--- src/gba_pkg.sv ---
// ==============================
// GBA backup shared definitions
// Sector buffer sizing, save-size masks,
// flash signature and FSM state encodings
// ==============================
package gba_pkg;

	// Sector buffer, one SD block of 256 halfwords
	localparam int BUF_AW = 8;
	typedef logic [BUF_AW-1:0] buf_addr_t;

	// Block index / save-size count
	typedef logic [7:0] blk_t;

	// 1-Mbit flash marker embedded in the cartridge image
	localparam logic [71:0] FLASH_SIG = "FLASH1M_V";

	// Save-size OR masks, in 512-byte blocks minus one
	localparam blk_t SZ_EEPROM = 8'h0F; // 8 KB
	localparam blk_t SZ_SRAM   = 8'h3F; // 32 KB
	localparam blk_t SZ_FLASH  = 8'h7F; // 64 KB, bit 7 added for 1-Mbit parts

	// Backup sequencer step
	typedef enum logic [1:0] {PH_START, PH_WAIT, PH_FINISH} bk_phase_e;

	// Block transfer state
	typedef enum logic {XF_ISSUE, XF_WAIT} xfer_state_e;

endpackage
--- src/backup_sequencer.sv ---
// ==============================
// Backup load/save sequencer
// Load: SD read then buffer -> memory
// Save: memory -> buffer then SD write
// ==============================
`timescale 1ns/1ns

module backup_sequencer
	import gba_pkg::*;
#(
	parameter int MAX_LOAD_BLOCKS = 256 // Blocks read on every load
) (
	input  logic        clk_sys,
	input  logic        rst_n,
	input  logic        bk_load,
	input  logic        bk_save,
	input  logic        bk_ena,
	input  logic        bk_pending,
	input  blk_t        save_sz,
	input  logic        img_mounted,
	input  logic        cart_download,
	input  logic        sd_ack,
	input  logic        xfer_done,
	output logic [31:0] sd_lba,
	output logic        sd_rd,
	output logic        sd_wr,
	output logic        xfer_start,
	output logic        bk_busy,
	output logic        bk_loading
);

	localparam blk_t LAST_LOAD = blk_t'(MAX_LOAD_BLOCKS - 1);

	bk_phase_e phase;
	logic      old_load, old_save, old_ack;
	logic      ack_rise, ack_fall;
	logic      start_op;

	assign ack_rise = sd_ack & ~old_ack;
	assign ack_fall = old_ack & ~sd_ack;     // Sector done on SD side
	assign start_op = (bk_load & ~old_load & bk_ena) |
		(bk_save & ~old_save & bk_ena & bk_pending) |
		(cart_download & img_mounted);       // Image mounted with the cart

	always_ff @(posedge clk_sys) begin
		if (!rst_n) begin
			old_load   <= 1'b0;
			old_save   <= 1'b0;
			old_ack    <= 1'b0;
			phase      <= PH_START;
			sd_lba     <= '0;
			sd_rd      <= 1'b0;
			sd_wr      <= 1'b0;
			xfer_start <= 1'b0;
			bk_busy    <= 1'b0;
			bk_loading <= 1'b0;
		end else begin
			old_load <= bk_load;
			old_save <= bk_save;
			old_ack  <= sd_ack;

			// SD request held until acknowledged
			if (ack_rise) begin
				sd_rd <= 1'b0;
				sd_wr <= 1'b0;
			end

			if (!bk_busy) begin
				phase      <= PH_START;
				sd_lba     <= '0;
				xfer_start <= 1'b0;
				bk_loading <= 1'b0;
				if (start_op) begin
					bk_busy    <= 1'b1;
					bk_loading <= bk_load | img_mounted;
				end
			end else if (bk_loading) begin
				// ========== load ==========
				case (phase)
					PH_START: begin
						sd_rd <= 1'b1;
						phase <= PH_WAIT;
					end
					PH_WAIT: if (ack_fall) begin
						xfer_start <= 1'b1;  // Sector now in buffer
						phase      <= PH_FINISH;
					end
					PH_FINISH: if (xfer_done) begin
						xfer_start <= 1'b0;
						phase      <= PH_START;
						sd_lba     <= sd_lba + 32'd1;
						if (sd_lba[7:0] == LAST_LOAD) bk_busy <= 1'b0;
					end
					default: phase <= PH_START;
				endcase
			end else begin
				// ========== save ==========
				case (phase)
					PH_START: begin
						xfer_start <= 1'b1;
						phase      <= PH_WAIT;
					end
					PH_WAIT: if (xfer_done) begin
						xfer_start <= 1'b0;
						sd_wr      <= 1'b1;  // Buffer full, push to SD
						phase      <= PH_FINISH;
					end
					PH_FINISH: if (ack_fall) begin
						phase  <= PH_START;
						sd_lba <= sd_lba + 32'd1;
						if (sd_lba[7:0] == save_sz) bk_busy <= 1'b0;
					end
					default: phase <= PH_START;
				endcase
			end
		end
	end

endmodule

--- config.mk ---
export PLATFORM = sky130hd
export DESIGN_NAME = backup_sequencer
export DESIGN_NICKNAME = d
export VERILOG_FILES = /design/src/gba_pkg.sv /design/src/backup_sequencer.sv
export SDC_FILE = /design/constraint.sdc
export NUM_CORES = 1
export LEC_CHECK = 0
export BUFFER_PORTS_ARGS = -buffer_cell sky130_fd_sc_hd__clkbuf_2
export CELL_PAD_IN_SITES_DETAIL_PLACEMENT = 0
export CELL_PAD_IN_SITES_GLOBAL_PLACEMENT = 1
export CORE_UTILIZATION = 37
export CTS_BUF_LIST = sky130_fd_sc_hd__clkbuf_8
export DETAILED_ROUTE_END_ITERATION = 6
export PLACE_DENSITY = 0.81
export RECOVER_POWER = 100
export SETUP_SLACK_MARGIN = 0.4
export SLEW_MARGIN = 5
export SYNTH_ARGS = -nofsm -noshare
export SYNTH_HDL_FRONTEND = slang
export SYNTH_SLANG_ARGS = --single-unit
--- constraint.sdc ---
create_clock -name clk_sys -period 5 [get_ports clk_sys]
set_input_delay 1 -clock clk_sys [delete_from_list [all_inputs] [get_ports clk_sys]]
set_output_delay 1 -clock clk_sys [all_outputs]
set_load 0.02 [all_outputs]
==> results of run 1 <==
==> metal layers <==
| metal | share of wire, % | GRT usage, % | up-vias |
|---|---|---|---|
| li1 | - | - | 1059 |
| met1 | 47 | 23.2 | 990 |
| met2 | 48 | 29.7 | 46 |
| met3 | 3.5 | 3.43 | 9 |
| met4 | 1.9 | 8.18 | 0 |
| met5 | 0 | 0 | - |
==> worst min-delay path, cell delays in order (launching register included) <==
cell,delay (ns)
dfxtp_1,0.32
nand2_1,0.05
mux2i_1,0.05
==> worst min path at each step <==
stage / to / slack [ns]
floorplan: sd_lba[31] / 0.54
global placement: sd_lba[31] / 0.45
detailed placement: sd_lba[31] / 0.47
CTS: sd_lba[31] / 0.48
global route: sd_lba[31] / 0.52
finish: sd_lba[31] / 0.47
==> through the flow <==
stage                     hold slack [ns]  total power (uW)  utilization (%)  cells  worst slack (ns)
after floorplan                     0.540               379                -    258              2.73
after global placement              0.455               394             44.2    367              2.39
after detailed placement            0.469               394             44.2    367              2.36
after CTS                           0.481               671             46.2    374              2.67
after global routing                0.521               686             44.8    374              1.44
final                               0.475               662             44.8    374              1.69
==> final cells by class <==
type                    instances  area, um2  area share [%]
clock buffers                   6       82.6            3.25
clock inverters                 1       30.0            1.18
inverters                       2       7.51           0.295
multi-input cells             197       1270            50.0
flip-flops and latches         42        841            33.1
well taps                      72       90.1            3.55
repair buffers                 54        220            8.67
==> cell families (layout without fill, tap and decap cells) <==
group                    Yosys count  count (layout)  share of synthesized area [%]
AND/OR/NAND/NOR                  112             112                           29.5
AO/OA/AOI/OAI                     63              63                           19.6
flip-flops                        42              42                           37.6
buffers and inverters             19              63                           4.14
XOR/XNOR                          15              15                           5.88
multiplexers                       6               6                           2.69
adder cells (fa/ha/maj)            1               1                          0.560
==> power by group <==
| group | leakage, uW | internal (uW) | switching, uW |
|---|---|---|---|
| Sequential | 0.000340 | 338 | 6.15 |
| Combinational | 0.000374 | 15.8 | 23.4 |
| Clock | 0.0000573 | 160 | 118 |
==> cell usage after synthesis (3+ instances only) <==
master	n
nand3_1	11
dfxtp_1	42
and4_1	4
o31ai_1	11
clkbuf_1	10
o311ai_0	3
a21oi_1	20
o41ai_1	4
nor2b_1	4
xor2_1	12
nand4_1	8
mux2i_1	6
buf_2	4
and2_1	6
nor2_1	10
xnor2_1	3
or3_1	6
o21ai_0	8
and3_1	3
a211oi_1	3
nor4_1	7
nand2_1	22
or4_1	10
nand2b_1	12
==> sequential cells by signal, indices dropped and copies added (netlist names) <==
name,cells
bk_busy,1
bk_loading,1
old_ack,1
old_load,1
old_save,1
phase,2
sd_lba,32
sd_rd,1
sd_wr,1
xfer_start,1
==> metrics.md, run 1 <==
| Metric | Value |
|---|---|
| Run status | complete, but fails checks |
| Failing checks | max-capacitance violations, max-slew violations |
| Ys flop type | dfxtp_1 |
| DR vias | 2104 |
| Vias in the first global route | 1939 |
| Clock sink count | 42 |
| Cell taking the most area after synthesis | dfxtp_1 |
| Pleak | 0.000771 uW |
| Sequential-to-total area share from yosys stat | 37.6% |
| Postcts setup bufs | 0 |
| Dpl hpwl | 3730 um |
| Row Count | 27 |
| Worst Reg-to-Reg Cells | 4 |
| Layout cell share with drive strength beyond 1 | 7.62% |
| Cells along the critical path | clkbuf_1 > nor3b_1 > o211ai_1 > or4_1 > a21oi_1 |
| Cts bufs inserted | 5 |
| Worst setup endpoint | sd_lba[12] |
| Placed Area | 2510 um2 |
| Die height | 79.7 um |
| Slew HR | -37.9% |
| 1st-pass router iterations | 4 |
| Max-Cap Viols | 1 |
| Post-synth ARST share | 0% |
| WL/cell | 14.4 um |
| DRC | 0 |
| Most frequent cells in the layout | dfxtp_1, clkbuf_1, nand2_1, a21oi_1, clkbuf_2 |
| Slew at the pin closest to its max-slew limit | 2.06 ns |
| Post-synth EDFFs | 0 |
| Worst Path Required | 5.21 ns |
| Most common library cell in the layout ignoring fill and taps | dfxtp_1 |
| Starting Density | 39.4% |
| Worst hold start | sd_lba[31] |
| Skew final | 0.00837 ns |
| Die width | 79.7 um |
| Global-route wire length before repair | 9000 um |
| Top cell type's share of synthesized area | 37.6% |
| Detail Route Antenna Nets | 0 |
| Area grow syn2layout | 13.7% |
| Max clock buf depth | 2 |
| R2R Path End | sd_lba[25] |
| Worst-Skew Late Latency | 0.30 ns |
| Ant diodes | 0 |
| Max VDD drop | 133 uV |
| Synth Area per Inst | 8.66 um2 |
| Fin crit share | 66.1% |
| CP startpoint | sd_ack |
| Final Cell Area | 2540 um2 |
| RSZ-0062 raised after global routing | false |
| Hold Crit Depth | 2 |
| TNS Setup | 0 ns |
| Critical Path Fanout Max | 35 |
| Final hold violation count | 0 |
| Worst Setup End Kind | register |
| CTS H-tree depth | 2 |
| FILL cells | 621 |
| Cell Area, Synth | 2230 um2 |
| Final WL | 5380 um |
| Largest stage delay on the critical path | 0.87 ns |
| Via density | 5.63 |
| PortBufs | 54 |
| Pwr/cell area | 260 nW/um2 |
| Startpoint types | input pin |
| Synth Register Bits | 42 |
| Worst EP arrival | 3.52 ns |
| WS Path Type | in2reg |
| Global placer's final weighted congestion | 0.765 |
| Largest net degree at the start of global routing | 36 |
| Full die area | 6350 um2 |
| CTS clk-pin slew, worst paths | 0.08 ns |
| Core ar. | 5680 um2 |
| R2r setup slk | 2.04 ns |
| Synth Instances | 258 |
| R2R Path Start | bk_loading |
| CTS tree | done |
| Achievable Freq | 303 MHz |
| Synth area leaders | dfxtp_1, xor2_1, a21oi_1 |
| Total track usage | 18.3% |
| Yosys cell types | 48 |
| Initial antenna violation count | 0 |
| DRT iter0 DRCs | 91 |
| Ys Warns | 0 |
| Hold Crit Class | reg2reg |
| # setup viols final | 0 |
| Buffers plus inverters on the worst setup path | 1 |
| Nets@finish | 321 |
| Top-Level Pins | 55 |
| Hold_buf cts | 0 |
| Kind of cell adding the most delay to the critical path | simple AND/OR/NAND/NOR gates |
| Final Slew Violations | 36 |
| Slowest CP cell | o211ai_1 |
| Tmin final | 3.31 ns |
| Aggregate global routing overflow | 0 |
| Crit. path cell count | 5 |
| Root buf cell | clkbuf_8 |
| Post-Syn Nets | 277 |
| Post-cts resize count | 0 |
(Power assumes the default switching activity.)
==> run 2, diff against run 1 <==
--- a/config.mk
+++ b/config.mk
@@ -5,13 +5,14 @@
 export SDC_FILE = /design/constraint.sdc
 export NUM_CORES = 1
 export LEC_CHECK = 0
+export ABC_AREA = 1
 export BUFFER_PORTS_ARGS = -buffer_cell sky130_fd_sc_hd__clkbuf_2
 export CELL_PAD_IN_SITES_DETAIL_PLACEMENT = 0
 export CELL_PAD_IN_SITES_GLOBAL_PLACEMENT = 1
 export CORE_UTILIZATION = 37
 export CTS_BUF_LIST = sky130_fd_sc_hd__clkbuf_8
 export DETAILED_ROUTE_END_ITERATION = 6
-export PLACE_DENSITY = 0.81
+export PLACE_DENSITY = 0.85
 export RECOVER_POWER = 100
 export SETUP_SLACK_MARGIN = 0.4
 export SLEW_MARGIN = 5
==> constraint.sdc (replaced) <==
create_clock -name clk_sys -period 3.2 [get_ports clk_sys]
set_input_delay 0.64 -clock clk_sys [delete_from_list [all_inputs] [get_ports clk_sys]]
set_output_delay 0.64 -clock clk_sys [all_outputs]
set_load 0.02 [all_outputs]
==> metrics.md, run 2 <==
| Metric | Value |
|---|---|
| Run status | finished clean |
| Largest net degree at the start of global routing | 20 (-44%) |
| Post-synth EDFFs | 0 (unchanged) |
| Via density | 4.81 (-14%) |
| PortBufs | 54 (unchanged) |
| Worst Path Required | 3.44 ns (-1.77 ns) |
| Nets@finish | 427 (+33%) |
| Top cell type's share of synthesized area | 36.0% (-1.7 points) |
| Pwr/cell area | 388 nW/um2 (+49%) |
| WL/cell | 11.5 um (-20%) |
| Synth Register Bits | 42 (unchanged) |
| Max clock buf depth | 2 (unchanged) |
| Global placer's final weighted congestion | 0.836 (+9.3%) |
| Cell Area, Synth | 2340 um2 (+4.6%) |
| Aggregate global routing overflow | 0 (unchanged) |
| Postcts setup bufs | 0 (unchanged) |
| Vias in the first global route | 2149 (+11%) |
| Synth Area per Inst | 6.66 um2 (-23%) |
| Most common library cell in the layout ignoring fill and taps | nand2_1 |
| Max VDD drop | 195 uV (+46%) |
| Final Slew Violations | 0 (-100%) |
| Slew at the pin closest to its max-slew limit | 0.866 ns (-1.19 ns) |
| Skew final | 0.0107 ns (+0.00230 ns) |
| Worst-Skew Late Latency | 0.30 ns (about the same) |
| Row Count | 28 (+3.7%) |
| Critical Path Fanout Max | 13 (-63%) |
| Synth Instances | 351 (+36%) |
| Yosys cell types | 35 (-27%) |
| TNS Setup | 0 ns (unchanged) |
| Synth cell count leaders | nand2_1, nor2_1, inv_1 |
| Number of flip-flops in the largest register | 32 (unchanged) |
| Root buf cell | clkbuf_8 |
| Area grow syn2layout | 14.1% |
| Global-route wire length before repair | 9580 um (+6.4%) |
| WS Path Type | reg2reg |
| Achievable Freq | 440 MHz |
| DR vias | 2325 (+11%) |
| Slew HR | 42.2% (+80 points) |
| Synth area leaders | dfxtp_1, nand2_1, nor2_1 |
| Final hold violation count | 0 (unchanged) |
| # setup viols final | 0 (unchanged) |
| Worst Setup End Kind | register |
| Pleak | 0.000979 uW (+27%) |
| Cell taking the most area after synthesis | dfxtp_1 |
| Post-synth ARST share | 0% (unchanged) |
| Worst EP arrival | 2.51 ns (-1.01 ns) |
| Sequential-to-total area share from yosys stat | 36.0% (-1.7 points) |
| Clock sink count | 42 (unchanged) |
| CTS clk-pin slew, worst paths | 0.08 ns (about the same) |
| Cts bufs inserted | 5 (unchanged) |
| RSZ-0062 raised after global routing | false |
| Top flop regs | sd_lba x32, phase x2 |
| Dpl hpwl | 4230 um (+13%) |
| Layout cell share with drive strength beyond 1 | 7.84% (+0.23 points) |
| Ys Warns | 0 (unchanged) |
| Post-cts resize count | 0 (unchanged) |
| CTS tree | done |
| Final core occ | 44.5% (-0.25 points) |
| DRT iter0 DRCs | 68 (-25%) |
| Starting Density | 39.0% (-0.36 points) |
| Full die area | 6640 um2 (+4.5%) |
| Hold_buf cts | 0 (unchanged) |
| 1st-pass router iterations | 4 (unchanged) |
| Reg power frac | 51.8% (-0.3 points) |
| Sw frac | 22.4% (+0.11 points) |
| Max-Cap Viols | 0 (-1) |
| Comb power frac | 6.5% (+0.6 points) |
| Top-Level Pins | 55 (unchanged) |
| Most common cell in the synthesized netlist | nand2_1 |
| Startpoint types | register |
| R2r setup slk | 0.93 ns (-1.11 ns) |
| Detail Route Antenna Nets | 0 (unchanged) |
| Die width | 81.5 um (+2.2%) |
| Internal | 803 uW (+56%) |
| Fin crit share | 71.0% |
| Biggest register | sd_lba |
| Clk pwr share | 41.8% (-0.2 points) |
| Total track usage | 18.5% (+0.29 points) |
| Core ar. | 5990 um2 (+5.6%) |
| NetSw | 232 uW (+57%) |
| FILL cells | 675 (+8.7%) |
| Most frequent cells in the layout | nand2_1, nor2_1, inv_1, dfxtp_1, clkbuf_1 |
| DRC | 0 (unchanged) |
| Hold Crit Class | reg2reg |
| Initial antenna violation count | 0 (unchanged) |
| Post-Syn Nets | 370 (+34%) |
| Tmin final | 2.27 ns |
| Ys flop type | dfxtp_1 |
| Ant diodes | 0 (unchanged) |
| CTS H-tree depth | 2 (unchanged) |
| Final WL | 5570 um (+3.6%) |
| Die height | 81.5 um (+2.2%) |
==> run 2: cells by family after synthesis <==
family | share of synthesized area [%]
AO/OA/AOI/OAI | 10.4
XOR/XNOR | 3.37
adder cells (fa/ha/maj) | 0.535
buffers and inverters | 10.2
flip-flops | 36.0
AND/OR/NAND/NOR | 39.5
==> run 2: worst max-delay path: stages (launching register included) <==
cell and delay, ns:
dfxtp_1 0.41, ha_1 0.23, nand3_1 0.12, nor2_1 0.26, nand2_2 0.07, nor2_1 0.62
nand2_1 0.19, a21oi_1 0.18, o21a_1 0.14
==> run 2: area by class of cell <==
cell class              count  area (um2)  share of cell area (%)
multi-input cells         253        1200                    45.1
flip-flops and latches     42         841                    31.5
repair buffers             55         225                    8.44
inverters                  51         191                    7.18
well taps                  75        93.8                    3.52
clock buffers               6        82.6                    3.10
clock inverters             1        30.0                    1.13
==> run 2: power groups by stage <==
| stage | clock network (uW) | registers [uW] | logic (uW) |
|---|---|---|---|
| after floorplan | 0 | 550 | 42.4 |
| final | 433 | 536 | 66.8 |
| after global placement | 0 | 548 | 69.6 |
| after detailed placement | 0 | 548 | 69.1 |
| after CTS | 444 | 536 | 69.6 |
| after global routing | 465 | 537 | 76.1 |
==> run 2: metrics by stage <==
step	std cells	instance area [um2]	worst slack (ns)	power [uW]	hold WS (ns)
floorplan	351	2340	1.53	593	0.514
global placement	476	2660	1.20	618	0.454
detailed placement	476	2660	1.15	618	0.463
CTS	483	2770	1.42	1050	0.475
global route	483	2670	0.638	1080	0.509
finish	483	2670	0.929	1040	0.472
==> run 2: worst paths after layout <==
path,from,end,cells after the start
worst max-delay path,sd_lba[1],sd_lba[16],8
worst max register to register,sd_lba[1],sd_lba[16],8
worst min register to register,xfer_start,xfer_start,2
worst min-delay path,xfer_start,xfer_start,2
==> run 2: metal layers <==
metal / up-vias / GRT usage [%] / wire [um]
met5: - / 0 / 0
met4: 0 / 5.71 / 86
met3: 8 / 3.56 / 294
met2: 62 / 31.3 / 2530
met1: 1033 / 23.7 / 2660
li1: 1222 / - / -
==> run 3, diff against run 2 <==
--- a/config.mk
+++ b/config.mk
@@ -5,14 +5,14 @@
 export SDC_FILE = /design/constraint.sdc
 export NUM_CORES = 1
 export LEC_CHECK = 0
-export ABC_AREA = 1
+export ABC_AREA = 0
 export BUFFER_PORTS_ARGS = -buffer_cell sky130_fd_sc_hd__clkbuf_2
 export CELL_PAD_IN_SITES_DETAIL_PLACEMENT = 0
 export CELL_PAD_IN_SITES_GLOBAL_PLACEMENT = 1
 export CORE_UTILIZATION = 37
 export CTS_BUF_LIST = sky130_fd_sc_hd__clkbuf_8
 export DETAILED_ROUTE_END_ITERATION = 6
-export PLACE_DENSITY = 0.85
+export PLACE_DENSITY = 0.81
 export RECOVER_POWER = 100
 export SETUP_SLACK_MARGIN = 0.4
 export SLEW_MARGIN = 5
==> constraint.sdc (replaced) <==
create_clock -name clk_sys -period 2.1 [get_ports clk_sys]
set_input_delay 0.42 -clock clk_sys [delete_from_list [all_inputs] [get_ports clk_sys]]
set_output_delay 0.42 -clock clk_sys [all_outputs]
set_load 0.02 [all_outputs]
==> metrics.md, run 3 (synthesis gave the netlist of run 1 again) <==
| Metric | Value |
|---|---|
| Run status | finished clean |
| Global-route wire length before repair | 9450 um (-1.4%) |
| Global placer's final weighted congestion | 0.765 (-8.4%) |
| Fin crit share | 85.0% (+14 points) |
| CTS clk-pin slew, worst paths | 0.08 ns (about the same) |
| Hold_buf cts | 0 (unchanged) |
| Slew HR | 60.3% (+18 points) |
| TNS Setup | 0 ns (unchanged) |
| CTS tree | done |
| DRC | 0 (unchanged) |
| Ant diodes | 0 (unchanged) |
| DRT iter0 DRCs | 129 (+90%) |
| Die height | 79.7 um (-2.2%) |
| Die width | 79.7 um (-2.2%) |
| Critical Path Fanout Max | 9 (-4) |
| Root buf cell | clkbuf_8 |
| Hold Crit Class | in2reg |
| Most frequent cells in the layout | clkbuf_1, dfxtp_1, nand2_1, a21oi_1, buf_4 |
| Starting Density | 39.4% (+0.36 points) |
| RSZ-0062 raised after global routing | true |
| Detail Route Antenna Nets | 0 (unchanged) |
| Tmin final | 1.79 ns (-0.486 ns) |
| Clock sink count | 42 (unchanged) |
| PortBufs | 54 (unchanged) |
| CTS H-tree depth | 2 (unchanged) |
| Worst Path Required | 2.34 ns (-1.10 ns) |
| Pleak | 0.000960 uW (-2.0%) |
| 1st-pass router iterations | 4 (unchanged) |
| Slew at the pin closest to its max-slew limit | 0.595 ns (-0.271 ns) |
| Layout cell share with drive strength beyond 1 | 25.7% (+18 points) |
| Full die area | 6350 um2 (-4.3%) |
| Final core occ | 51.8% (+7.3 points) |
| Final WL | 6230 um (+12%) |
| Final Slew Violations | 0 (unchanged) |
| Number of flip-flops in the largest register | 32 (unchanged) |
| WL/cell | 15.3 um (+33%) |
| Pwr/cell area | 502 nW/um2 (+29%) |
| Cell count after placement | 375 (-21%) |
| Initial antenna violation count | 0 (unchanged) |
| Buffers plus inverters on the worst setup path | 0 (unchanged) |
| Kind of cell adding the most delay to the critical path | flip-flops |
| Slowest CP cell | dfxtp_1 |
| Total track usage | 19.3% (+0.73 points) |
| Worst-Skew Late Latency | 0.30 ns (about the same) |
| Row Count | 27 (-3.6%) |
| Startpoint types | register |
| # setup viols final | 0 (unchanged) |
| Via density | 5.65 (+17%) |
| Fin cells | 407 (-16%) |
| Achievable Freq | 560 MHz (+27%) |
| Worst EP arrival | 2.02 ns (-0.49 ns) |
| DR vias | 2298 (-1.2%) |
| Top-Level Pins | 55 (unchanged) |
| Nets@finish | 353 (-17%) |
| Max clock buf depth | 2 (unchanged) |
| Largest net degree at the start of global routing | 21 (+5.0%) |
| Cts bufs inserted | 5 (unchanged) |
| Core ar. | 5680 um2 (-5.3%) |
| Final hold violation count | 0 (unchanged) |
| Skew final | 0.00708 ns (-0.00358 ns) |
| Cells along the critical path | o211ai_2 > nor4_1 > mux2i_1 |
| Biggest register | sd_lba |
| Largest stage delay on the critical path | 0.71 ns (+0.09 ns) |
| WS Path Type | reg2reg |
| Aggregate global routing overflow | 0 (unchanged) |
| Dpl hpwl | 3890 um (-8.2%) |
| Worst Setup End Kind | register |
| Top flop regs | sd_lba x32, phase x2 |
| Most common library cell in the layout ignoring fill and taps | clkbuf_1 |
| Area grow syn2layout | 31.6% |
| Vias in the first global route | 1974 (-8.1%) |
| Max VDD drop | 384 uV (+96%) |
| Max-Cap Viols | 0 (unchanged) |
run 3: cell types whose count changed in the layout (fill, tap and decap cells not counted), sizes merged, moves of 10 or more:
cell	change
or4	+10
nand2	-74
inv	-47
nand3	-10
xor2	+10
o31ai	+10
nand2b	+12
nor2	-50
buf	+24
run 3: per-stage QoR:
| step | area (um2) | worst slack (ns) | power, uW | hold WS (ns) |
|---|---|---|---|---|
| after detailed placement | 2600 | 0.0986 | 945 | 0.465 |
| after global placement | 2600 | 0.148 | 944 | 0.463 |
| after global routing | 2940 | 0.195 | 1540 | 0.351 |
| after floorplan | 2270 | 0.348 | 903 | 0.517 |
| final | 2940 | 0.315 | 1480 | 0.350 |
| after CTS | 2740 | 0.383 | 1490 | 0.346 |
run 3: layout make-up:
cell class                 count  area (um2)
multi-input combinational    200        1410
clock inverter                 2        8.76
tap                           72        90.1
inverter                       2        7.51
sequential                    42         877
fill                         573        2730
clock buffer                   6        82.6
timing repair buffer          83         463
run 3: final timing paths:
path         cells after the start  slack, ns  startpoint         end
max                              3       0.31   sd_lba[6]  sd_lba[31]
min reg2reg                      2       0.48  sd_lba[31]  sd_lba[31]
max reg2reg                      3       0.31   sd_lba[6]  sd_lba[31]
min                              2       0.35     bk_save    old_save
run 3: metal layers:
layer	wire (um)	up-vias	GRT usage, %
met3	321	5	3.66
met4	65	0	6.91
li1	-	1132	-
met2	3130	58	31.5
met1	2720	1103	25.0
met5	0	-	0
run 3: timing repair:
| action | CTS | global route |
|---|---|---|
| setup buffers | 2 | 19 |
| setup endpoints to repair | 22 | 22 |
| pin swaps | 2 | 13 |
| resized for setup | 10 | 31 |
| cloned | 1 | 2 |
run 3: report_power, final:
part | internal [uW] | leakage (uW) | switching (uW)
Combinational | 53.6 | 0.000559 | 68.6
Sequential | 796 | 0.000348 | 13.8
Clock | 261 | 0.0000524 | 285
Total | 1110 | 0.000960 | 367
