==> src/gba_pkg.sv <==
// ==============================
// GBA backup shared definitions
// Sector buffer sizing, save-size masks,
// flash signature and FSM state encodings
// ==============================
package gba_pkg;

	// Sector buffer, one SD block of 256 halfwords
	localparam int BUF_AW = 8;
	typedef logic [BUF_AW-1:0] buf_addr_t;

	// Block index / save-size count
	typedef logic [7:0] blk_t;

	// 1-Mbit flash marker embedded in the cartridge image
	localparam logic [71:0] FLASH_SIG = "FLASH1M_V";

	// Save-size OR masks, in 512-byte blocks minus one
	localparam blk_t SZ_EEPROM = 8'h0F; // 8 KB
	localparam blk_t SZ_SRAM   = 8'h3F; // 32 KB
	localparam blk_t SZ_FLASH  = 8'h7F; // 64 KB, bit 7 added for 1-Mbit parts

	// Backup sequencer step
	typedef enum logic [1:0] {PH_START, PH_WAIT, PH_FINISH} bk_phase_e;

	// Block transfer state
	typedef enum logic {XF_ISSUE, XF_WAIT} xfer_state_e;

endpackage
==> src/block_transfer.sv <==
// ==============================
// Block transfer engine
// One memory request per buffer halfword
// ==============================
`timescale 1ns/1ns

module block_transfer
	import gba_pkg::*;
(
	input  logic      clk_sys,
	input  logic      rst_n,
	input  logic      xfer_start,
	input  logic      mem_ready,
	input  logic      bk_loading,
	output buf_addr_t buf_addr,
	output logic      mem_req,
	output logic      mem_rnw,
	output logic      buf_we,
	output logic      xfer_done
);

	xfer_state_e state;

	assign mem_rnw = ~bk_loading;                                // Save reads memory
	assign buf_we  = ~bk_loading & mem_ready & (state == XF_WAIT); // Capture read data

	always_ff @(posedge clk_sys) begin
		if (!rst_n) begin
			state     <= XF_ISSUE;
			buf_addr  <= '0;
			mem_req   <= 1'b0;
			xfer_done <= 1'b0;
		end else begin
			mem_req <= 1'b0;
			if (!xfer_start) begin
				state     <= XF_ISSUE;
				buf_addr  <= '0;
				xfer_done <= 1'b0;
			end else if (!xfer_done) begin
				case (state)
					XF_ISSUE: begin
						mem_req <= 1'b1;  // Buffer read data valid this cycle
						state   <= XF_WAIT;
					end
					XF_WAIT: if (mem_ready) begin
						state <= XF_ISSUE;
						if (&buf_addr) xfer_done <= 1'b1; // Last halfword
						else           buf_addr  <= buf_addr + 1'b1;
					end
					default: state <= XF_ISSUE;
				endcase
			end
		end
	end

endmodule

==> config.mk <==
export PLATFORM = sky130hd
export DESIGN_NAME = block_transfer
export DESIGN_NICKNAME = d
export VERILOG_FILES = /design/src/gba_pkg.sv /design/src/block_transfer.sv
export SDC_FILE = /design/constraint.sdc
export NUM_CORES = 1
export LEC_CHECK = 0
export BUFFER_PORTS_ARGS = -buffer_cell sky130_fd_sc_hd__buf_4
export CAP_MARGIN = 5
export CORE_AREA = 3 3 40 42
export CTS_CLUSTER_DIAMETER = 120
export DETAILED_ROUTE_END_ITERATION = 8
export DIE_AREA = 0 0 43 45
export PLACE_DENSITY = 0.66
export SYNTH_ARGS = -nofsm -noshare
export SYNTH_HDL_FRONTEND = slang
export SYNTH_SLANG_ARGS = --single-unit
==> constraint.sdc <==
create_clock -name clk_sys -period 1.45 [get_ports clk_sys]
set_input_delay 0.2175 -clock clk_sys [delete_from_list [all_inputs] [get_ports clk_sys]]
set_output_delay 0.2175 -clock clk_sys [all_outputs]
set_load 0.1 [all_outputs]
==> results of run 1 <==
## worst max-delay path: stages (launching register included)
cell,delay (ns)
sky130_fd_sc_hd__dfxtp_4,0.36
sky130_fd_sc_hd__and3b_2,0.31
sky130_fd_sc_hd__o211ai_4,0.10
sky130_fd_sc_hd__or3_1,0.35
sky130_fd_sc_hd__a21oi_1,0.14
## registers in the layout, indices dropped and copies added (netlist names)
register   count
buf_addr       8
xfer_done      1
mem_req        1
state          1
## report_power, final
part | leakage, uW | switching [uW] | internal (uW)
Combinational | 0.000177 | 46.6 | 17.0
Clock | 0.0000150 | 99.2 | 106
Sequential | 0.0000964 | 2.77 | 289
## cell families after synthesis
family                     Yosys count
AOI/OAI and AO/OA                    7
xor gates and xnor gates             5
adders and majority gates            1
buffers and inverters                2
DFF                                 11
muxes                                1
and+or+nand+nor                     26
## metal layers
layer	vias up	track usage [%]	wire length, microns
met2	8	16.8	447
met4	0	7.23	12
li1	226	-	-
met5	-	0	0
met3	2	2.39	55
met1	181	15.1	483
## cells in the final DEF (no fill, tap or decap), drive strengths merged
| master | n |
|---|---|
| inv | 1 |
| nand2 | 4 |
| nor2 | 9 |
| and3b | 1 |
| xor2 | 4 |
| clkbuf | 4 |
| nand3 | 1 |
| nand4 | 2 |
| xnor2 | 1 |
| dfxtp | 11 |
| o211ai | 2 |
| nor2b | 1 |
| mux2i | 1 |
| nor3 | 3 |
| ha | 1 |
| o21ai | 3 |
| a21oi | 2 |
| and4bb | 1 |
| and3 | 1 |
| buf | 16 |
| or3 | 2 |
| nand3b | 1 |
## final cells by class
class / count / area [sq um]
sequential: 11 / 254
clock buffer: 4 / 26.3
inverter: 1 / 3.75
timing repair buffer: 16 / 120
fill: 121 / 572
multi-input combinational: 40 / 290
tap: 15 / 18.8
## per-stage QoR
step           worst slack [ns]  instances  util, %
6_report                  0.109         87     55.5
5_1_grt                  0.0531         87     55.5
4_1_cts                   0.108         87     55.5
3_5_place_dp              0.124         83     53.5
3_3_place_gp              0.161         83     53.5
2_1_floorplan            0.0204         53        -
## worst paths after layout
check             startpoint           to  slack, ns  depth (start not counted)
hold / removal     mem_ready    xfer_done       0.38                          5
setup reg to reg   xfer_done  buf_addr[7]       0.11                          4
setup / recovery   xfer_done  buf_addr[7]       0.11                          4
hold reg to reg    xfer_done      mem_req       0.46                          1
==> Flow_metrics.wiki, run 1 <==
{| class="wikitable"
! Metric !! Value
|-
| Result of the run || complete, no violations
|-
| CTS Hold Buffers Added || 0
|-
| XOR/XNOR share of the synthesized area || 8.93%
|-
| Yosys Warn Count || 0
|-
| Pin count of the biggest net entering global routing || 12
|-
| Wire length per cell after detailed routing || approximately 11 microns
|-
| Startpoint Class || flip-flop
|-
| Number of DRC markers in iteration 0 || 3
|-
| Total iterations of the first detailed-routing run || 2
|-
| Final routed wirelength across all metal layers || 998 microns
|-
| Std-Cell Rows || 13
|-
| Asr flop ratio synth || 0%
|-
| Required arrival time at the worst endpoint || 1.63 ns
|-
| Portion of the clock cycle consumed by the worst path in the final layout || ~92%
|-
| Clock root cell || sky130_fd_sc_hd__clkbuf_4
|-
| I/O Buffers || 16
|-
| Main combinational cell family by area after synthesis || simple AND/OR/NAND/NOR gates
|-
| Post-detailed-route DRC marker count || 0
|-
| Final total negative setup slack || 0 ns
|-
| Power per unit of standard cell area || 787 nW/um^2
|-
| Most repeated cell in the gate-level netlist after synthesis || sky130_fd_sc_hd__dfxtp_1
|-
| Remaining Overflow, GRT || 0
|-
| Number of flops mapped to enable cells by yosys || 0
|-
| Yosys reg bits || 11
|-
| Clock transition at the registers of the reported paths || roughly 0.070 ns
|-
| Maximum VDD drop || approximately 410 uV
|-
| Number of buffers between clock root and the deepest sink || 2
|-
| Most instantiated cells after synthesis || sky130_fd_sc_hd__dfxtp_1, sky130_fd_sc_hd__nor2_1, sky130_fd_sc_hd__nand2_1, sky130_fd_sc_hd__xor2_1, sky130_fd_sc_hd__nor3_1
|-
| Synthesized instance count || 53
|-
| Final cell area excluding filler cells || 713 sq um
|-
| Max-capacitance violation count || 0
|-
| Share of the yosys chip area belonging to registers || 44.9%
|-
| DPL Wire Length || approximately 750 microns
|-
| Crit Path Category || reg2reg
|-
| Cell accounting for the most synthesized area || sky130_fd_sc_hd__dfxtp_1
|-
| Post-synthesis cell type count || 24
|-
| Final Setup Violations || 0
|-
| Maximum fanout count along the critical path || 6
|-
| Most common flop cell mapped by yosys || sky130_fd_sc_hd__dfxtp_1
|-
| Average cell area after synthesis || between 9 and 10 sq um
|-
| Critical path capture point type || flip-flop
|-
| First-pass GRT wire length || 1670 microns
|-
| Multiplexer fraction of the synthesized cell area || a little over 2%
|-
| Die boundary width || 43 microns
|-
| Chip height || 45 microns
|-
| Simple-gate portion of the synthesized area || between 20% and 30%
|-
| Netlist Area Pre-Place || 490 sq um
|-
| Clk sink count || 11
|-
| Leakage || about 0.00029 uW
|-
| Total cell area at the placement stage || ~690 sq um
|-
| Area Growth Syn to Fin || 45.4%
|-
| Number of antenna violations at the first check in global routing || 0
|-
| Source-to-sink clock delay at the later pin of the worst-skew pair || approximately 0.26 ns
|-
| Final critical path time including I/O delays and setup || 1.34 ns
|-
| Via density per instance || between 4 and 5
|-
| Via count of the first global-routing pass || roughly 380
|-
| Effective utilization at floorplan || 38.2%
|-
| Count of pins over their slew limit || 0
|-
| Fin nets || roughly 80
|-
| Complex-gate fraction of the synthesized area || between 10% and 20%
|-
| Worst-case clock skew || 0.00199 ns
|-
| Total nets after synthesis || 59
|-
| Biggest area contributors in the synthesized netlist || sky130_fd_sc_hd__dfxtp_1, sky130_fd_sc_hd__xor2_1, sky130_fd_sc_hd__nor2_1
|-
| Number of H-tree branching levels || 1
|-
| Total inserted antenna cells || 0
|-
| Routed Antenna Nets || 0
|-
| Final hold viol count || 0
|-
| Global placement routability congestion || 0.732
|-
| Post CTS Setup Buffer Count || 0
|-
| Area share of the largest cell type after synthesis || 44.9%
|-
| Unrepaired setup endpoints after global routing || no
|-
| CTS tree || built
|-
| Worst-Margin Slew || 0.369 ns
|-
| Worst slack on hold paths || 0.384 ns
|-
| Adder-cell share of the synthesized area || 2.55%
|-
| Normalized max-slew margin || 75.3%
|-
| All-layer global routing usage || 11.4%
|-
| Clock buffer count from CTS || 3
|-
| Share of post-route cells with drive strength above 1 || around half
|-
| Total Power || 561 uW
|-
| Critical path data arrival time || 1.52 ns
|-
| Number of vias in the routed layout || 417
|-
| Type of the most critical hold path || in2reg
|-
| Max Freq || 0.746 GHz
|-
| Number of resized instances in the post-cts repair step || 0
|-
| Die area || around 1900 sq um
|-
| Number of primary I/O pins || 17
|-
| Core footprint || 1280 sq um
|}
Note: power is estimated with default switching activity, not from simulation.
==> run 2: changes to the inputs <==
--- a/config.mk
+++ b/config.mk
@@ -11,7 +11,7 @@
 export CTS_CLUSTER_DIAMETER = 120
 export DETAILED_ROUTE_END_ITERATION = 8
 export DIE_AREA = 0 0 43 45
-export PLACE_DENSITY = 0.66
+export PLACE_DENSITY = 0.65
 export SYNTH_ARGS = -nofsm -noshare
 export SYNTH_HDL_FRONTEND = slang
 export SYNTH_SLANG_ARGS = --single-unit
==> run 2 against run 1 <==
Sequential share of layout area did not move. Non-clock buffer count unchanged. Global-route usage rose by 1.1 points. Flip-flop and latch count unchanged. Clock power is 3% higher. Count of clock-buffer cells in the layout unchanged. Via count is 6.0% higher. Largest cell class unchanged. Wire length grew 3.9%.
==> Flow_metrics.wiki, run 2 (synthesis gave the netlist of run 1 again) <==
{| class="wikitable"
! Metric !! Value
|-
| Result of the run || complete, no violations (unchanged)
|-
| Startpoint Class || flip-flop (unchanged)
|-
| Worst reg2reg startpoint || xfer_done (unchanged)
|-
| Path length in cells of the critical path || 4 (unchanged)
|-
| Final Setup Violations || 0 (unchanged)
|-
| Count of pins over their slew limit || 0 (unchanged)
|-
| Post CTS Setup Buffer Count || 0 (unchanged)
|-
| Critical path data arrival time || 1.55 ns (was 1.52 ns)
|-
| FF-to-FF setup slack || 0.09 ns (was 0.11 ns)
|-
| Number of antenna violations at the first check in global routing || 0 (unchanged)
|-
| Global placement routability congestion || 0.769 (was 0.732)
|-
| CP Buf/Inv Count || 0 (unchanged)
|-
| Slowest stage cell, crit path || sky130_fd_sc_hd__or3_1 (was sky130_fd_sc_hd__dfxtp_4)
|-
| Post-detailed-route DRC marker count || 0 (unchanged)
|-
| Total iterations of the first detailed-routing run || 4 (was 2)
|-
| All-layer global routing usage || 12.4% (was 11.4%)
|-
| Final routed wirelength across all metal layers || 1040 microns (was 998 microns)
|-
| Die boundary width || 43 microns (unchanged)
|-
| Max Freq || 0.736 GHz (was 0.746 GHz)
|-
| Cell count of the worst reg-to-reg path || 4 (unchanged)
|-
| Maximum fanout count along the critical path || 6 (unchanged)
|-
| Leakage || 0.000289 uW (unchanged)
|-
| Die area || 1940 sq um (unchanged)
|-
| Final critical path time including I/O delays and setup || 1.36 ns (was 1.34 ns)
|-
| Via density per instance || 5.08 (was 4.79)
|-
| CTS Hold Buffers Added || 0 (unchanged)
|-
| Share of post-route cells with drive strength above 1 || 48.6% (unchanged)
|-
| Total inserted antenna cells || 0 (unchanged)
|-
| Routed Antenna Nets || 0 (unchanged)
|-
| Power per unit of standard cell area || 796 nW/um^2 (was 787 nW/um^2)
|-
| End of the worst register-to-register path || buf_addr[5] (was buf_addr[7])
|-
| Clock buffer count from CTS || 3 (unchanged)
|-
| Worst-Margin Slew || 0.365 ns (was 0.369 ns)
|-
| Critical path's top delay family || simple AND/OR/NAND/NOR gates (unchanged)
|-
| Maximum VDD drop || 464 uV (was 411 uV)
|-
| Crit Path Category || reg2reg (unchanged)
|-
| CTS tree || built (unchanged)
|-
| Worst-case clock skew || 0.00534 ns (was 0.00199 ns)
|-
| Number of primary I/O pins || 17 (unchanged)
|-
| Max reg flops || 8 (unchanged)
|-
| Chip height || 45 microns (unchanged)
|-
| Remaining Overflow, GRT || 0 (unchanged)
|-
| I/O Buffers || 16 (unchanged)
|-
| Fin nets || 79 (unchanged)
|-
| Most frequent standard cell in the layout excluding fill and tap cells || sky130_fd_sc_hd__buf_4 (unchanged)
|-
| Final total negative setup slack || 0 ns (unchanged)
|-
| Number of resized instances in the post-cts repair step || 0 (unchanged)
|-
| Number of DRC markers in iteration 0 || 12 (was 3)
|-
| First-pass GRT wire length || 1730 microns (was 1670 microns)
|-
| DPL Wire Length || 789 microns (was 749 microns)
|-
| Normalized max-slew margin || 75.6% (was 75.3%)
|-
| Pin count of the biggest net entering global routing || 12 (unchanged)
|-
| Startpoint of the worst hold path || mem_ready (unchanged)
|-
| Cell-by-cell trace of the critical path || and3b_2 > o211ai_4 > or3_1 > a21oi_1 (unchanged)
|-
| Number of buffers between clock root and the deepest sink || 2 (unchanged)
|-
| Std-Cell Rows || 13 (unchanged)
|-
| Highest-count cells in the layout ignoring fill and taps || sky130_fd_sc_hd__buf_4, sky130_fd_sc_hd__dfxtp_4, sky130_fd_sc_hd__nor2_1 (unchanged)
|-
| Clock transition at the registers of the reported paths || 0.07 ns (about the same)
|-
| Final hold viol count || 0 (unchanged)
|-
| Wire length per cell after detailed routing || 11.9 microns (was 11.5 microns)
|-
| Total Power || 568 uW (was 561 uW)
|-
| Critical Path Source || xfer_done (unchanged)
|-
| Number of vias in the routed layout || 442 (was 417)
|-
| Area Growth Syn to Fin || 45.4% (unchanged)
|-
| Number of H-tree branching levels || 1 (unchanged)
|-
| Portion of the clock cycle consumed by the worst path in the final layout || 93.8% (was 92.5%)
|-
| Max-capacitance violation count || 0 (unchanged)
|-
| Core footprint || 1280 sq um (unchanged)
|-
| Via count of the first global-routing pass || 399 (was 382)
|-
| CP endpoint || buf_addr[5] (was buf_addr[7])
|-
| Critical path capture point type || flip-flop (unchanged)
|-
| Type of the most critical hold path || in2reg (unchanged)
|-
| Required arrival time at the worst endpoint || 1.64 ns (was 1.63 ns)
|-
| Unrepaired setup endpoints after global routing || no (unchanged)
|-
| Clock root cell || sky130_fd_sc_hd__clkbuf_4 (unchanged)
|-
| Critical path's largest stage delay || 0.36 ns (about the same)
|-
| Clk sink count || 11 (unchanged)
|-
| Effective utilization at floorplan || 38.2% (unchanged)
|-
| Source-to-sink clock delay at the later pin of the worst-skew pair || 0.27 ns (was 0.26 ns)
|-
| Share of the core filled with cells in the final layout || 55.5% (unchanged)
|-
| Register with the most flip-flops || buf_addr (unchanged)
|}
[run 2: cell counts in the layout (fill, tap and decap cells not counted)]
Identical to the previous run, type by type.
[run 2: area by class of cell]
cell class | instances | area [sq um]
Inverter | 1 | 3.75
Multi-Input combinational cell | 40 | 290
Timing Repair Buffer | 16 | 120
Clock buffer | 4 | 26.3
Fill cell | 115 | 572
Sequential cell | 11 | 254
Tap cell | 15 | 18.8
[run 2: per-layer routing]
metal  up-vias  share of wire, %  track usage [%]
li1        225                 -                -
met1       201                45             15.8
met2        11                46             17.1
met3         5               4.9             3.59
met4         0               3.3             10.8
met5         -                 0                0
[run 2: per-stage QoR]
stage                     area, sq um  hold WS [ns]  std cells  setup slack [ns]
after CTS                         713         0.382         87             0.103
after floorplan                   552         0.367         53            0.0204
after global routing              713         0.395         87           0.00886
after detailed placement          687         0.446         83             0.127
final                             713         0.390         87            0.0906
after global placement            687         0.439         83             0.163
[run 2: power breakdown]
part / leakage, uW / switching [uW] / total (uW) / internal [uW]
sequential: 0.0000964 / 2.91 / 292 / 289
combinational: 0.000177 / 46.4 / 63.5 / 17.1
clock: 0.0000150 / 106 / 212 / 107
total: 0.000289 / 155 / 568 / 413
[run 2: how the worst min path moves through the flow]
stage                endpoint  cells after the start
finish                  state                      3
global route            state                      3
CTS                 xfer_done                      5
detailed placement    mem_req                      1
global placement      mem_req                      1
floorplan               state                      2
[run 2: worst reg2reg max path, delay by kind of cell (launching register included)]
kind,cells,cell delay [ns]
AOI/OAI and AO/OA,2,0.26
DFF,1,0.35
and+or+nand+nor,2,0.67
==> run 3: changes to the inputs <==
--- a/config.mk
+++ b/config.mk
@@ -7,11 +7,13 @@
 export LEC_CHECK = 0
 export BUFFER_PORTS_ARGS = -buffer_cell sky130_fd_sc_hd__buf_4
 export CAP_MARGIN = 5
-export CORE_AREA = 3 3 40 42
+export CELL_PAD_IN_SITES_DETAIL_PLACEMENT = 1
+export CELL_PAD_IN_SITES_GLOBAL_PLACEMENT = 2
+export CORE_UTILIZATION = 28
+export CTS_BUF_LIST = sky130_fd_sc_hd__clkbuf_8
 export CTS_CLUSTER_DIAMETER = 120
 export DETAILED_ROUTE_END_ITERATION = 8
-export DIE_AREA = 0 0 43 45
-export PLACE_DENSITY = 0.65
+export PLACE_DENSITY = 0.8
 export SYNTH_ARGS = -nofsm -noshare
 export SYNTH_HDL_FRONTEND = slang
 export SYNTH_SLANG_ARGS = --single-unit
==> run 3 against run 2 <==
Sequential share of layout area is 0.97 points lower. First-iteration DRC count fell by 58%. Critical path depth did not move. Core utilization is 9.0 points lower.
==> Flow_metrics.wiki, run 3 (synthesis gave the netlist of run 1 again) <==
{| class="wikitable"
! Metric !! Value
|-
| Combinational group share of total power || 9.8% (was 11.2%)
|-
| Maximum VDD drop || 531 uV (was 464 uV)
|-
| Most frequent standard cell in the layout excluding fill and tap cells || sky130_fd_sc_hd__buf_4 (unchanged)
|-
| Routed Antenna Nets || 0 (unchanged)
|-
| Count of pins over their slew limit || 0 (unchanged)
|-
| Net switching power || 153 uW (was 155 uW)
|-
| I/O Buffers || 16 (unchanged)
|-
| Portion of total power attributed to the clock network || 44.8% (was 37.4%)
|-
| Worst reg2reg startpoint || xfer_done (unchanged)
|-
| First-pass GRT wire length || 1750 microns (was 1730 microns)
|-
| Number of H-tree branching levels || 1 (unchanged)
|-
| Maximum fanout count along the critical path || 6 (unchanged)
|-
| Seq pwr share || 45.4% (was 51.5%)
|-
| Critical path data arrival time || 1.48 ns (was 1.55 ns)
|-
| Number of antenna violations at the first check in global routing || 0 (unchanged)
|-
| Power per unit of standard cell area || 881 nW/um^2 (was 796 nW/um^2)
|-
| Clk sink count || 11 (unchanged)
|-
| Final routed wirelength across all metal layers || 1040 microns (about the same)
|-
| Share of post-route cells with drive strength above 1 || 48.6% (unchanged)
|-
| Remaining Overflow, GRT || 0 (unchanged)
|-
| Startpoint of the worst hold path || mem_ready (unchanged)
|-
| Wire length per cell after detailed routing || 11.9 microns (about the same)
|-
| Share of the core filled with cells in the final layout || 46.5% (was 55.5%)
|-
| Global placement routability congestion || 0.746 (was 0.769)
|-
| Leakage || 0.000301 uW (was 0.000289 uW)
|-
| Number of primary I/O pins || 17 (unchanged)
|-
| Via density per instance || 4.94 (was 5.08)
|-
| Worst hold path cell count || 5 (was 3)
|-
| Number of resized instances in the post-cts repair step || 0 (unchanged)
|-
| All-layer global routing usage || 12.7% (was 12.4%)
|-
| Chip height || 43.9 microns (was 45 microns)
|-
| Switching part of the total power || 23.7% (was 27.3%)
|-
| CTS Hold Buffers Added || 0 (unchanged)
|-
| FF-to-FF setup slack || 0.12 ns (was 0.09 ns)
|-
| Final Setup Violations || 0 (unchanged)
|-
| Number of vias in the routed layout || 435 (was 442)
|-
| Clock root cell || sky130_fd_sc_hd__clkbuf_8 (was sky130_fd_sc_hd__clkbuf_4)
|-
| Register with the most flip-flops || buf_addr (unchanged)
|-
| Die boundary width || 43.9 microns (was 43 microns)
|-
| Via count of the first global-routing pass || 414 (was 399)
|-
| Portion of the clock cycle consumed by the worst path in the final layout || 91.9% (was 93.8%)
|-
| Max Freq || 0.750 GHz (was 0.736 GHz)
|-
| Worst-Margin Slew || 0.379 ns (was 0.365 ns)
|-
| Area Growth Syn to Fin || 49.5% (was 45.4%)
|-
| Std-Cell Rows || 14 (was 13)
|-
| Number of buffers between clock root and the deepest sink || 2 (unchanged)
|-
| Internal power of the cells || 492 uW (was 413 uW)
|-
| Source-to-sink clock delay at the later pin of the worst-skew pair || 0.23 ns (was 0.27 ns)
|-
| Final critical path time including I/O delays and setup || 1.33 ns (was 1.36 ns)
|-
| Total iterations of the first detailed-routing run || 5 (was 4)
|-
| FILL cells || 187 (was 115)
|-
| Post CTS Setup Buffer Count || 0 (unchanged)
|-
| Startpoint Class || flip-flop (unchanged)
|-
| Crit Path Category || reg2reg (unchanged)
|-
| Clock buffer count from CTS || 3 (unchanged)
|-
| Die area || 1920 sq um (was 1940 sq um)
|-
| Number of DRC markers in iteration 0 || 5 (was 12)
|-
| Pin count of the biggest net entering global routing || 12 (unchanged)
|-
| Cell count of the worst reg-to-reg path || 4 (unchanged)
|-
| CTS tree || built (unchanged)
|-
| Effective utilization at floorplan || 31.1% (was 38.2%)
|-
| Fin nets || 79 (unchanged)
|-
| DPL Wire Length || 808 microns (was 789 microns)
|-
| Result of the run || complete, no violations (unchanged)
|-
| Unrepaired setup endpoints after global routing || no (unchanged)
|-
| Final hold viol count || 0 (unchanged)
|-
| Final total negative setup slack || 0 ns (unchanged)
|-
| Normalized max-slew margin || 74.7% (was 75.6%)
|-
| Max reg flops || 8 (unchanged)
|-
| Required arrival time at the worst endpoint || 1.60 ns (was 1.64 ns)
|-
| Worst-case clock skew || 0.00246 ns (was 0.00534 ns)
|-
| Clock transition at the registers of the reported paths || 0.05 ns (was 0.07 ns)
|-
| Post-detailed-route DRC marker count || 0 (unchanged)
|-
| Core footprint || 1580 sq um (was 1280 sq um)
|-
| Total inserted antenna cells || 0 (unchanged)
|-
| Max-capacitance violation count || 0 (unchanged)
|-
| End of the worst register-to-register path || buf_addr[5] (unchanged)
|-
| Type of the most critical hold path || in2reg (unchanged)
|-
| Endpoint of the worst hold-timing path || xfer_done (was state)
|-
| Highest-count cells in the layout ignoring fill and taps || sky130_fd_sc_hd__buf_4, sky130_fd_sc_hd__dfxtp_4, sky130_fd_sc_hd__nor2_1 (unchanged)
|-
| Critical path capture point type || flip-flop (unchanged)
|}
## run 3: changes by cell type in the layout (fill, tap and decap cells not counted), sizes merged
cell	delta
clkbuf	-1
inv	+1
## run 3: area by class of cell
class / instances / area (sq um) / share of cell area [%]
inverters: 1 / 3.75 / 0.512
well taps: 16 / 20.0 / 2.73
clock inverters: 1 / 3.75 / 0.512
repair buffers: 16 / 120 / 16.4
flip-flops and latches: 11 / 254 / 34.6
multi-input cells: 40 / 290 / 39.6
clock buffers: 3 / 41.3 / 5.63
## run 3: worst max path at each step
stage / end / cells after the start / start / slack [ns]
2_1_floorplan: buf_addr[5] / 4 / buf_addr[0] / 0.02
3_3_place_gp: buf_addr[5] / 4 / xfer_done / 0.15
3_5_place_dp: buf_addr[5] / 4 / xfer_done / 0.12
4_1_cts: buf_addr[5] / 4 / xfer_done / 0.11
5_1_grt: buf_addr[5] / 4 / xfer_done / 0.06
6_report: buf_addr[5] / 4 / xfer_done / 0.12
## run 3: power groups by stage
stage	registers, uW	logic [uW]	clock network (uW)
after floorplan	315	29.4	0
after global placement	299	64.2	0
after detailed placement	299	64.3	0
after CTS	293	64.3	301
after global routing	293	67.8	321
final	293	63.5	289
## run 3: worst max-delay path, stage by stage (launching register included)
cell                       delay, ns
sky130_fd_sc_hd__dfxtp_4        0.35
sky130_fd_sc_hd__and3b_2        0.31
sky130_fd_sc_hd__o211ai_4       0.11
sky130_fd_sc_hd__or3_1          0.35
sky130_fd_sc_hd__a21oi_1        0.14
## run 3: stage by stage
step / setup WS [ns] / cells / hold WS (ns) / cell area, sq um / total power [uW]
final: 0.117 / 88 / 0.408 / 733 / 646
after global routing: 0.0582 / 88 / 0.446 / 733 / 682
after CTS: 0.111 / 88 / 0.409 / 733 / 659
after detailed placement: 0.121 / 84 / 0.444 / 688 / 364
after global placement: 0.151 / 84 / 0.439 / 688 / 364
after floorplan: 0.0204 / 53 / 0.367 / 552 / 345
## run 3: metal layers
layer	track usage, %	part of all wire [%]	routed length (microns)	vias up
met1	14.9	49	511	205
li1	-	-	-	221
met2	20.6	46	483	7
met4	7.27	1.3	14	0
met5	0	0	0	-
met3	3.75	3.2	33	2
